--- src/hdl/reorder_consts.svh ---
`ifndef REORDER_CONSTS_SVH
`define REORDER_CONSTS_SVH

// Lane count of the receive path, 20 in the full PCS
`define REORDER_N_LANES 4

// Width of a logical lane ID
`define REORDER_NB_ID ($clog2(`REORDER_N_LANES))

// 64b/66b block
`define REORDER_NB_BLOCK 66

// Tag bit plus block, as stored in the lane FIFOs
`define REORDER_NB_WORD 67

`endif

--- src/hdl/reorder_pkg.sv ---
package reorder_pkg;

`include "reorder_consts.svh"

    typedef logic [`REORDER_NB_ID-1:0] lane_id_t;

    // One lane FIFO word, tag in the MSB
    typedef struct packed
    {
        logic                          tag;
        logic [`REORDER_NB_BLOCK-1:0]  block;
    } fifo_word_t;

    // Indexed by physical lane
    typedef fifo_word_t [`REORDER_N_LANES-1:0] lane_bundle_t;

    // Recognised logical ID per physical lane
    typedef lane_id_t [`REORDER_N_LANES-1:0] id_bundle_t;

    // Indexed by logical lane, holds the physical lane number
    typedef lane_id_t [`REORDER_N_LANES-1:0] lane_select_t;

endpackage

--- src/hdl/lane_order_map.sv ---
`timescale 1ns/1ps

`include "reorder_consts.svh"

module lane_order_map
(
    input  logic                      i_clock,
    input  logic                      i_reset,
    input  logic                      i_enable,
    input  logic                      i_valid,
    input  logic                      i_deskew_done,
    input  logic                      i_restart,
    input  reorder_pkg::id_bundle_t   i_lane_ids,
    output reorder_pkg::lane_select_t o_selector,
    output logic                      o_map_ready,
    output logic                      o_map_error
);

    import reorder_pkg::*;

    logic     searching;
    lane_id_t search_idx;
    logic     miss_seen;
    logic     hit;
    lane_id_t hit_lane;
    logic     last_idx;

    // Look for the physical lane that reports the current logical index
    always_comb
    begin
        hit      = 1'b0;
        hit_lane = '0;
        for (int p = 0; p < `REORDER_N_LANES; p++)
        begin
            if (i_lane_ids[p] == search_idx)
            begin
                hit      = 1'b1;
                hit_lane = lane_id_t'(p);
            end
        end
    end

    assign last_idx = (search_idx == lane_id_t'(`REORDER_N_LANES - 1));

    always_ff @(posedge i_clock)
    begin
        if (i_reset)
        begin
            searching   <= 1'b0;
            search_idx  <= '0;
            miss_seen   <= 1'b0;
            o_map_ready <= 1'b0;
            o_map_error <= 1'b0;
        end
        else if (i_enable)
        begin
            if (!i_deskew_done || i_restart)
            begin
                searching   <= i_deskew_done; // A restart with deskew lost waits for the edge
                search_idx  <= '0;
                miss_seen   <= 1'b0;
                o_map_ready <= 1'b0;
                o_map_error <= 1'b0;
            end
            else if (searching && i_valid)
            begin
                if (last_idx)
                begin
                    searching   <= 1'b0;
                    o_map_ready <= !miss_seen && hit;
                    o_map_error <= miss_seen || !hit;
                end
                else
                begin
                    search_idx <= search_idx + 1'b1;
                    miss_seen  <= miss_seen || !hit;
                end
            end
        end
    end

    // Payload only, written once per index during the search
    always_ff @(posedge i_clock)
    begin
        if (i_enable && i_deskew_done && !i_restart && searching && i_valid)
        begin
            o_selector[search_idx] <= hit_lane;
        end
    end

    // The serializer reads the selector every cycle while locked
    a_selector_frozen : assert property (@(posedge i_clock) disable iff (i_reset)
        o_map_ready && $past(o_map_ready) |-> $stable(o_selector));

    a_ready_xor_error : assert property (@(posedge i_clock) disable iff (i_reset)
        !(o_map_ready && o_map_error));

endmodule

--- src/hdl/lane_serializer.sv ---
`timescale 1ns/1ps

`include "reorder_consts.svh"

module lane_serializer
(
    input  logic                      i_clock,
    input  logic                      i_reset,
    input  logic                      i_enable,
    input  logic                      i_lock_start,
    input  logic                      i_bundle_load,
    input  reorder_pkg::lane_bundle_t i_bundle,
    input  reorder_pkg::lane_select_t i_selector,
    output reorder_pkg::fifo_word_t   o_word,
    output logic                      o_valid
);

    import reorder_pkg::*;

    lane_bundle_t shadow;
    lane_id_t     emit_idx;
    logic         active;
    logic         last_idx;
    fifo_word_t   next_word;
    logic [$clog2(`REORDER_N_LANES + 2)-1:0] since_load;

    assign last_idx  = (emit_idx == lane_id_t'(`REORDER_N_LANES - 1));
    assign next_word = shadow[i_selector[emit_idx]]; // Logical lane emit_idx

    // Emission control
    always_ff @(posedge i_clock)
    begin
        if (i_reset)
        begin
            active   <= 1'b0;
            emit_idx <= '0;
        end
        else if (i_enable)
        begin
            if (i_lock_start)
            begin
                active   <= 1'b0;
                emit_idx <= '0;
            end
            else if (i_bundle_load)
            begin
                active   <= 1'b1; // A new bundle restarts emission
                emit_idx <= '0;
            end
            else if (active)
            begin
                if (last_idx)
                begin
                    active <= 1'b0;
                end
                else
                begin
                    emit_idx <= emit_idx + 1'b1;
                end
            end
        end
    end

    // Shadow copy of the bundle being sent
    always_ff @(posedge i_clock)
    begin
        if (i_enable)
        begin
            if (i_lock_start)
            begin
                shadow <= '0;
            end
            else if (i_bundle_load)
            begin
                shadow <= i_bundle;
            end
        end
    end

    // Word held across stalls, valid only after an enabled edge
    always_ff @(posedge i_clock)
    begin
        if (i_reset)
        begin
            o_word  <= '0;
            o_valid <= 1'b0;
        end
        else
        begin
            o_valid <= i_enable && active && !i_lock_start;
            if (i_enable && active && !i_lock_start)
            begin
                o_word <= next_word;
            end
        end
    end

    // Enabled edges since the last load, parked at all ones when idle
    always_ff @(posedge i_clock)
    begin
        if (i_reset)
        begin
            since_load <= '1;
        end
        else if (i_enable)
        begin
            if (i_lock_start)
            begin
                since_load <= '1;
            end
            else if (i_bundle_load)
            begin
                since_load <= '0;
            end
            else if (since_load != '1)
            begin
                since_load <= since_load + 1'b1;
            end
        end
    end

    a_index_range : assert property (@(posedge i_clock) disable iff (i_reset)
        int'(emit_idx) < `REORDER_N_LANES);

    // Valid words only come out of a load's emission window
    a_valid_after_load : assert property (@(posedge i_clock) disable iff (i_reset)
        o_valid |-> int'(since_load) <= `REORDER_N_LANES);

endmodule

--- src/hdl/reorder_top.sv ---
`timescale 1ns/1ps

`include "reorder_consts.svh"

module reorder_top
(
    input  logic                          i_clock,
    input  logic                          i_reset,
    input  logic                          i_restart_order,
    input  logic                          i_enable,
    input  logic                          i_valid,
    input  logic                          i_deskew_done,
    input  reorder_pkg::id_bundle_t       i_lane_ids,
    input  reorder_pkg::lane_bundle_t     i_data,
    output logic [`REORDER_NB_BLOCK-1:0]  o_data,
    output logic                          o_tag,
    output logic                          o_valid,
    output logic                          o_order_locked,
    output logic                          o_order_error
);

    import reorder_pkg::*;

    logic                         deskew_prev;
    logic                         deskew_rise;
    logic                         restart;
    lane_select_t                 selector;
    logic                         map_ready;
    logic                         map_error;
    logic                         ready_prev;
    logic                         lock_start;
    logic                         discard;
    lane_bundle_t                 bundle_q;
    logic                         load_q;
    fifo_word_t                   ser_word;
    logic [`REORDER_NB_WORD-1:0]  ser_bits;

    // Edge detectors, sampled on enabled cycles only
    always_ff @(posedge i_clock)
    begin
        if (i_reset)
        begin
            deskew_prev <= 1'b0;
            ready_prev  <= 1'b0;
        end
        else if (i_enable)
        begin
            deskew_prev <= i_deskew_done;
            ready_prev  <= map_ready;
        end
    end

    assign deskew_rise = i_deskew_done && !deskew_prev;
    assign restart     = deskew_rise || i_restart_order;
    assign lock_start  = map_ready && !ready_prev;

    // Bundles are dropped until the map locks; a remap also drops them
    always_ff @(posedge i_clock)
    begin
        if (i_reset)
        begin
            discard <= 1'b1;
        end
        else if (i_enable)
        begin
            if (!i_deskew_done || restart)
            begin
                discard <= 1'b1;
            end
            else if (lock_start)
            begin
                discard <= 1'b0;
            end
        end
    end

    always_ff @(posedge i_clock)
    begin
        if (i_reset)
        begin
            load_q <= 1'b0;
        end
        else if (i_enable)
        begin
            load_q <= i_valid && !discard;
        end
    end

    always_ff @(posedge i_clock)
    begin
        if (i_enable && i_valid && !discard)
        begin
            bundle_q <= i_data;
        end
    end

    lane_order_map u_lane_order_map
    (
        .i_clock       (i_clock),
        .i_reset       (i_reset),
        .i_enable      (i_enable),
        .i_valid       (i_valid),
        .i_deskew_done (i_deskew_done),
        .i_restart     (restart),
        .i_lane_ids    (i_lane_ids),
        .o_selector    (selector),
        .o_map_ready   (map_ready),
        .o_map_error   (map_error)
    );

    lane_serializer u_lane_serializer
    (
        .i_clock       (i_clock),
        .i_reset       (i_reset),
        .i_enable      (i_enable),
        .i_lock_start  (lock_start),
        .i_bundle_load (load_q),
        .i_bundle      (bundle_q),
        .i_selector    (selector),
        .o_word        (ser_word),
        .o_valid       (o_valid)
    );

    assign ser_bits = ser_word;
    assign o_tag    = ser_bits[`REORDER_NB_WORD-1];   // Tag sits above the block
    assign o_data   = ser_bits[`REORDER_NB_BLOCK-1:0];

    assign o_order_locked = map_ready;
    assign o_order_error  = map_error;

endmodule

--- config.mk ---
export PLATFORM = sky130hd
export DESIGN_NAME = reorder_top
export DESIGN_NICKNAME = d
export VERILOG_FILES = /design/src/hdl/reorder_pkg.sv /design/src/hdl/lane_order_map.sv /design/src/hdl/lane_serializer.sv /design/src/hdl/reorder_top.sv
export VERILOG_INCLUDE_DIRS = /design/src /design/src/hdl
export SDC_FILE = /design/constraint.sdc
export NUM_CORES = 1
export LEC_CHECK = 0
export BUFFER_PORTS_ARGS = -buffer_cell sky130_fd_sc_hd__clkbuf_2
export CORE_MARGIN = 1
export CORE_UTILIZATION = 40
export CTS_CLUSTER_DIAMETER = 120
export DETAILED_ROUTE_END_ITERATION = 8
export SLEW_MARGIN = 30
export SYNTH_ARGS = -nofsm -noshare
export SYNTH_HDL_FRONTEND = slang
export SYNTH_SLANG_ARGS = --single-unit
--- constraint.sdc ---
create_clock -name i_clock -period 15.7 [get_ports i_clock]
set_clock_uncertainty 0.2 [all_clocks]
set_input_delay 0.785 -clock i_clock [delete_from_list [all_inputs] [get_ports i_clock]]
set_output_delay 0.785 -clock i_clock [all_outputs]
set_load 0.01 [all_outputs]
# After elaboration in Yosys (flattened, before gate mapping)
# Cells that the tools add are included.
# op_classes
reduce_logical	35
n_eq_ne	8
n_mux	40
add_sub_neg	2
order_cmp	4
# op_table
cell	count
268-bit two-way mux	1
67-bit binary-select mux with 2-bit select	1
67-bit two-way mux	1
1-bit two-way mux	23
2-bit two-way mux	11
1-bit logical AND	14
2-bit by 3-bit < comparator with 1-bit output (second input constant)	3
3-bit AND reduction	3
8-bit bitwise mux	1
2-bit == test	4
1-bit zero test	8
2-bit nonzero test	4
2-bit by 1-bit adder with 2-bit output (second input constant)	2
2-bit binary-select mux with 2-bit select	1
2-bit demux with 2-bit select	1
2-bit == test (second input constant)	2
2-bit AND reduction	2
1-bit logical OR	3
3-bit by 2-bit inequality test with 1-bit output (second input constant)	1
3-bit nonzero test	1
2-bit by 1-bit >= comparator with 1-bit output (second input constant)	1
2-bit inequality test (second input constant)	1
# totals
ff_bits	625
in_bits	282

# Depth between registers and ports, before layout
# depth
ltp_word	10
ltp_mapped	7
depth_no_buf	5

# Cells and area by module
# From an unflattened synthesis, not the netlist that was laid out.
# hier_totals
hier_cells	1310
area_unflattened_um2	22833.1
# modules_own_cells
mod	area_each_um2	cells_per_inst	n_inst
lane_serializer	13827.0	961	1
reorder_top	8224.1	285	1
lane_order_map	782.0	64	1

# Worst setup path before layout
# No wires, ideal clock.
# synth_path
path_kind	input -> register
startpoint	in i_enable
endpoint	reg u_lane_serializer.shadow[0] (netlist name) (enable)
arrival_ns	12.201
path_slack_ns	2.397
required_time_ns	14.598
stages	3
path_cell_list	buf_2 > inv_1 > nor2_1
# synth_via
elab_chain_cells	1
# synth_rtl
item	line	source
from (decl)	reorder_top.sv:10	input logic i_enable,
2-bit AND reduction (no line)	-	
to (signal assigned)	lane_serializer.sv:75	shadow <= i_bundle;
to (decl)	lane_serializer.sv:20	lane_bundle_t shadow;
# Every way passes these cells.
# A chain may end at the register's enable or synchronous reset.

# Worst setup path in the final report
# layout_path
startpoint	reg u_lane_serializer.emit_idx[0]
endpoint	reg u_lane_serializer.o_word[48] (netlist name)
# layout_via
elab_chain_cells	4
# layout_rtl
item	line	source
from (decl)	lane_serializer.sv:21	lane_id_t emit_idx;
from (signal assigned)	lane_serializer.sv:58	emit_idx <= emit_idx + 1'b1;
2-bit binary-select mux with 2-bit select	lane_serializer.sv:28	assign next_word = shadow[i_selector[emit_idx]];
2-bit two-way mux (not written as such)	lane_serializer.sv:28	
67-bit binary-select mux with 2-bit select	lane_serializer.sv:28	
67-bit two-way mux (not written as such)	lane_serializer.sv:28	
to (signal assigned)	lane_serializer.sv:93	o_word <= next_word;
to (decl)	lane_serializer.sv:14	output reorder_pkg::fifo_word_t o_word,
# Every way passes these cells. The select of a mux whose other input is x is not followed.

==> results by group <==
Synthesis
  – Mapped Area: 22730 um^2
  – Number of synthesized register bits: roughly 630
  – FFs w/ async S/R, synth: 0
  – Post-synth EDFFs: between 500 and 600
  – Net Count, Synth: 1600
  – Top cells by area, synth: edfxtp_1 72%, and2_1 7.5%, dfxtp_1 7.1%
  – Yosys warning count: 0
  – Synth cell types: 37
  – Seq/Total Area, Yosys: 0.7900
  – Share of the synthesized area in the top cell type: 0.7187
  – Synth Instances: between 1000 and 1500
  – Syn Area/Cell: about 17 um^2
  – Main flop type after synthesis: edfxtp_1
  – Yosys top cell by area: edfxtp_1

Final layout
  – Most common cell after layout, fill and taps aside: edfxtp_1
  – Fin cells: 2490
  – Fin nets: between 1500 and 2000
  – Share of post-route cells with drive strength above 1: 0.2702
  – Most frequent cells in the layout: 544 x edfxtp_1, 351 x clkbuf_2, 271 x and2_1
  – # fillers: around 4800
  – Design area: ~27000 um^2
  – Area Growth Syn to Fin: 20.68%
  – Core Util, Final: 0.4874

Die
  – Die Height: 240.4 um
  – Core area: ~56000 um^2
  – Initial Util: 0.4039
  – Rows: slightly below 90
  – IO Count: 352
  – Die X: around 240 um
  – Die area: just under 60000 um^2

STA
  – Slew HR: 0.3324
  – Setup TNS: 0 ns
  – Hold slack final: 0.1601 ns
  – Final-report max-slew violation count: 0
  – Worst slew pin tran: around 1 ns
  – Fin crit share: 0.2042
  – Final number of setup-violating endpoints: 0
  – Crit path time final: roughly 3.2 ns
  – RSZ-0062 raised after global routing: false
  – FMAX: 312.0 MHz
  – Final Hold Viols: 0

Clock network
  – Max Root-Sink Buffers: 3
  – Clk Tree Root Cell: clkbuf_16
  – Inserted Clock Buffers: 68
  – CTS sink cnt: 625
  – CTS resizes: 0
  – H-tree depth: 3
  – Post CTS Setup Buffer Count: 0
  – CTS clk-pin slew, worst paths: approximately 0.06 ns
  – Later-pin clock latency in the skew report: between 0.5 and 0.6 ns
  – CTS tree: yes
  – Cts hold-fix bufs: 0

GRT
  – Grt ovf: 0
  – Largest net degree at the start of global routing: 107
  – Vias in the first global route: 12190
  – Met1 Usage GRT: 0.1925
  – Global-route wire length before repair: between 60000 and 70000 um
  – GRT Total Usage: 0.1606
  – Met2 Use GR: 0.2751
  – Met3 Usage GRT: 0.04822
  – Initial antenna violation count: 5
  – Most Crowded Layer GR: met2

Routing
  – Routed wire per std cell: roughly 18 um
  – Initial DRC Count: between 500 and 600
  – Via count: 11840
  – Post-route DRC: 0
  – Antenna Nets Post-Route: 0
  – Drt via density: about 4.8
  – DRT Pass-1 Iters: 5
  – Drt total wl: roughly 46000 um

Job
  – Maxcap violations: 0

Worst setup path
  – Critical Path RT: ~16 ns
  – Critical Path Fanout Max: slightly above 50
  – Buf+Inv Stages, Crit Path: 1
  – CP endpoint: u_lane_serializer.o_word[48]
  – Reg2Reg Launch Point: u_lane_serializer.emit_idx[0]
  – R2r worst-path depth: 4
  – Path length in cells of the critical path: 4
  – Critical-path cell list: mux4_4, buf_4, mux2i_1, o221ai_1
  – Worst setup startpoint: u_lane_serializer.emit_idx[0]
  – Crit. End Element: flip-flop
  – CP startpoint kind: flip-flop
  – CP Class: flip-flop to flip-flop
  – Reg2Reg Setup Slack: 12.49 ns
  – CP delay by family, top: multiplexers
  – RR Endpoint: u_lane_serializer.o_word[48]
  – CP max stage cell: mux4_4
  – Max incr delay on CP: 0.91 ns
  – Critical Path AT: around 3.5 ns

Pwr
  – Pleak: between 10 and 15 nW
  – Pwr dens: approximately 120 nW/um^2
  – Max VDD drop: 0.0001091 V

Placed design
  – Final HPWL DP: between 20000 and 30000 um
  – Placed Area: 25290 um^2
  – IO Port Bufs: between 300 and 400
  – Placed insts: between 2000 and 2500
  – Placer Congestion: 0.7356

Hold path
  – Hold wc startpoint: i_data[155]
  – Hold crit path type: input port to flip-flop

Run status
  – Status: completed
## kinds of logic (layout without fill, tap and decap cells)
logic type | after synthesis | after routing | share of synthesized area
AO/OA/AOI/OAI | 89 | 89 | 0.03259
XOR/XNOR | 8 | 8 | 0.003083
adder cells (fa/ha/maj) | 5 | 5 | 0.002752
buffers and inverters | 78 | 497 | 0.01651
flip-flops | 625 | 625 | 0.7900
multiplexers | 139 | 139 | 0.06231
other | 0 | 2 | 0
AND/OR/NAND/NOR | 369 | 369 | 0.09270
## registers in the layout, summed over array words and instances, names as in the netlist, 2 cells and up
name / count
u_lane_serializer.o_word: 67
u_lane_serializer.shadow: 268
u_lane_serializer.emit_idx: 2
u_lane_order_map.o_selector: 8
bundle_q: 268
u_lane_order_map.search_idx: 2
## per-layer routing
metal | up-vias | share of wire
met4 | 8 | 0.025
met1 | 5804 | 0.41
met3 | 91 | 0.063
li1 | 5641 | -
met5 | - | 0.0013
met2 | 293 | 0.50
## layout make-up
| class | instances | area [um^2] | area share |
|---|---|---|---|
| clock buffers | 97 | 1933 | 0.07047 |
| inverters | 8 | 30.03 | 0.001095 |
| diodes | 2 | 5.005 | 0.0001825 |
| well taps | 756 | 945.9 | 0.03448 |
| clock inverters | 29 | 195.2 | 0.007116 |
| repair buffers | 363 | 1911 | 0.06965 |
| multi-input cells | 610 | 4453 | 0.1623 |
| flip-flops and latches | 625 | 17960 | 0.6547 |
## worst min-delay path by stage
stage | depth (start not counted) | end
2_1_floorplan | 2 | ready_prev
3_3_place_gp | 2 | u_lane_serializer.o_word[21]
3_5_place_dp | 2 | u_lane_serializer.o_word[60]
4_1_cts | 1 | bundle_q[155]
5_1_grt | 1 | bundle_q[94]
6_report | 1 | bundle_q[155]
## power breakdown
part           internal [mW]  switching, mW  leakage, nW
combinational         0.0271         0.0214         3.43
sequential              1.79       0.000239         5.54
clock                  0.879          0.628         1.04
## cell usage after synthesis, types with 5 or more instances
cell type and number:
o221ai_1 67, buf_2 9, nor2_1 13, nand2_1 73
edfxtp_1 544, inv_1 8, mux2i_1 137, dfxtp_1 81
and2_1 271, clkbuf_1 50, xnor2_1 8, buf_6 8
ha_1 5
## metrics by stage
step / setup WS, ns / power, mW
2_1_floorplan: 2.397 / 1.834
3_3_place_gp: 12.24 / 1.875
3_5_place_dp: 12.19 / 1.876
4_1_cts: 12.44 / 3.394
5_1_grt: 12.34 / 3.460
6_report: 12.49 / 3.348
Note: power is estimated with default switching activity, not from simulation.
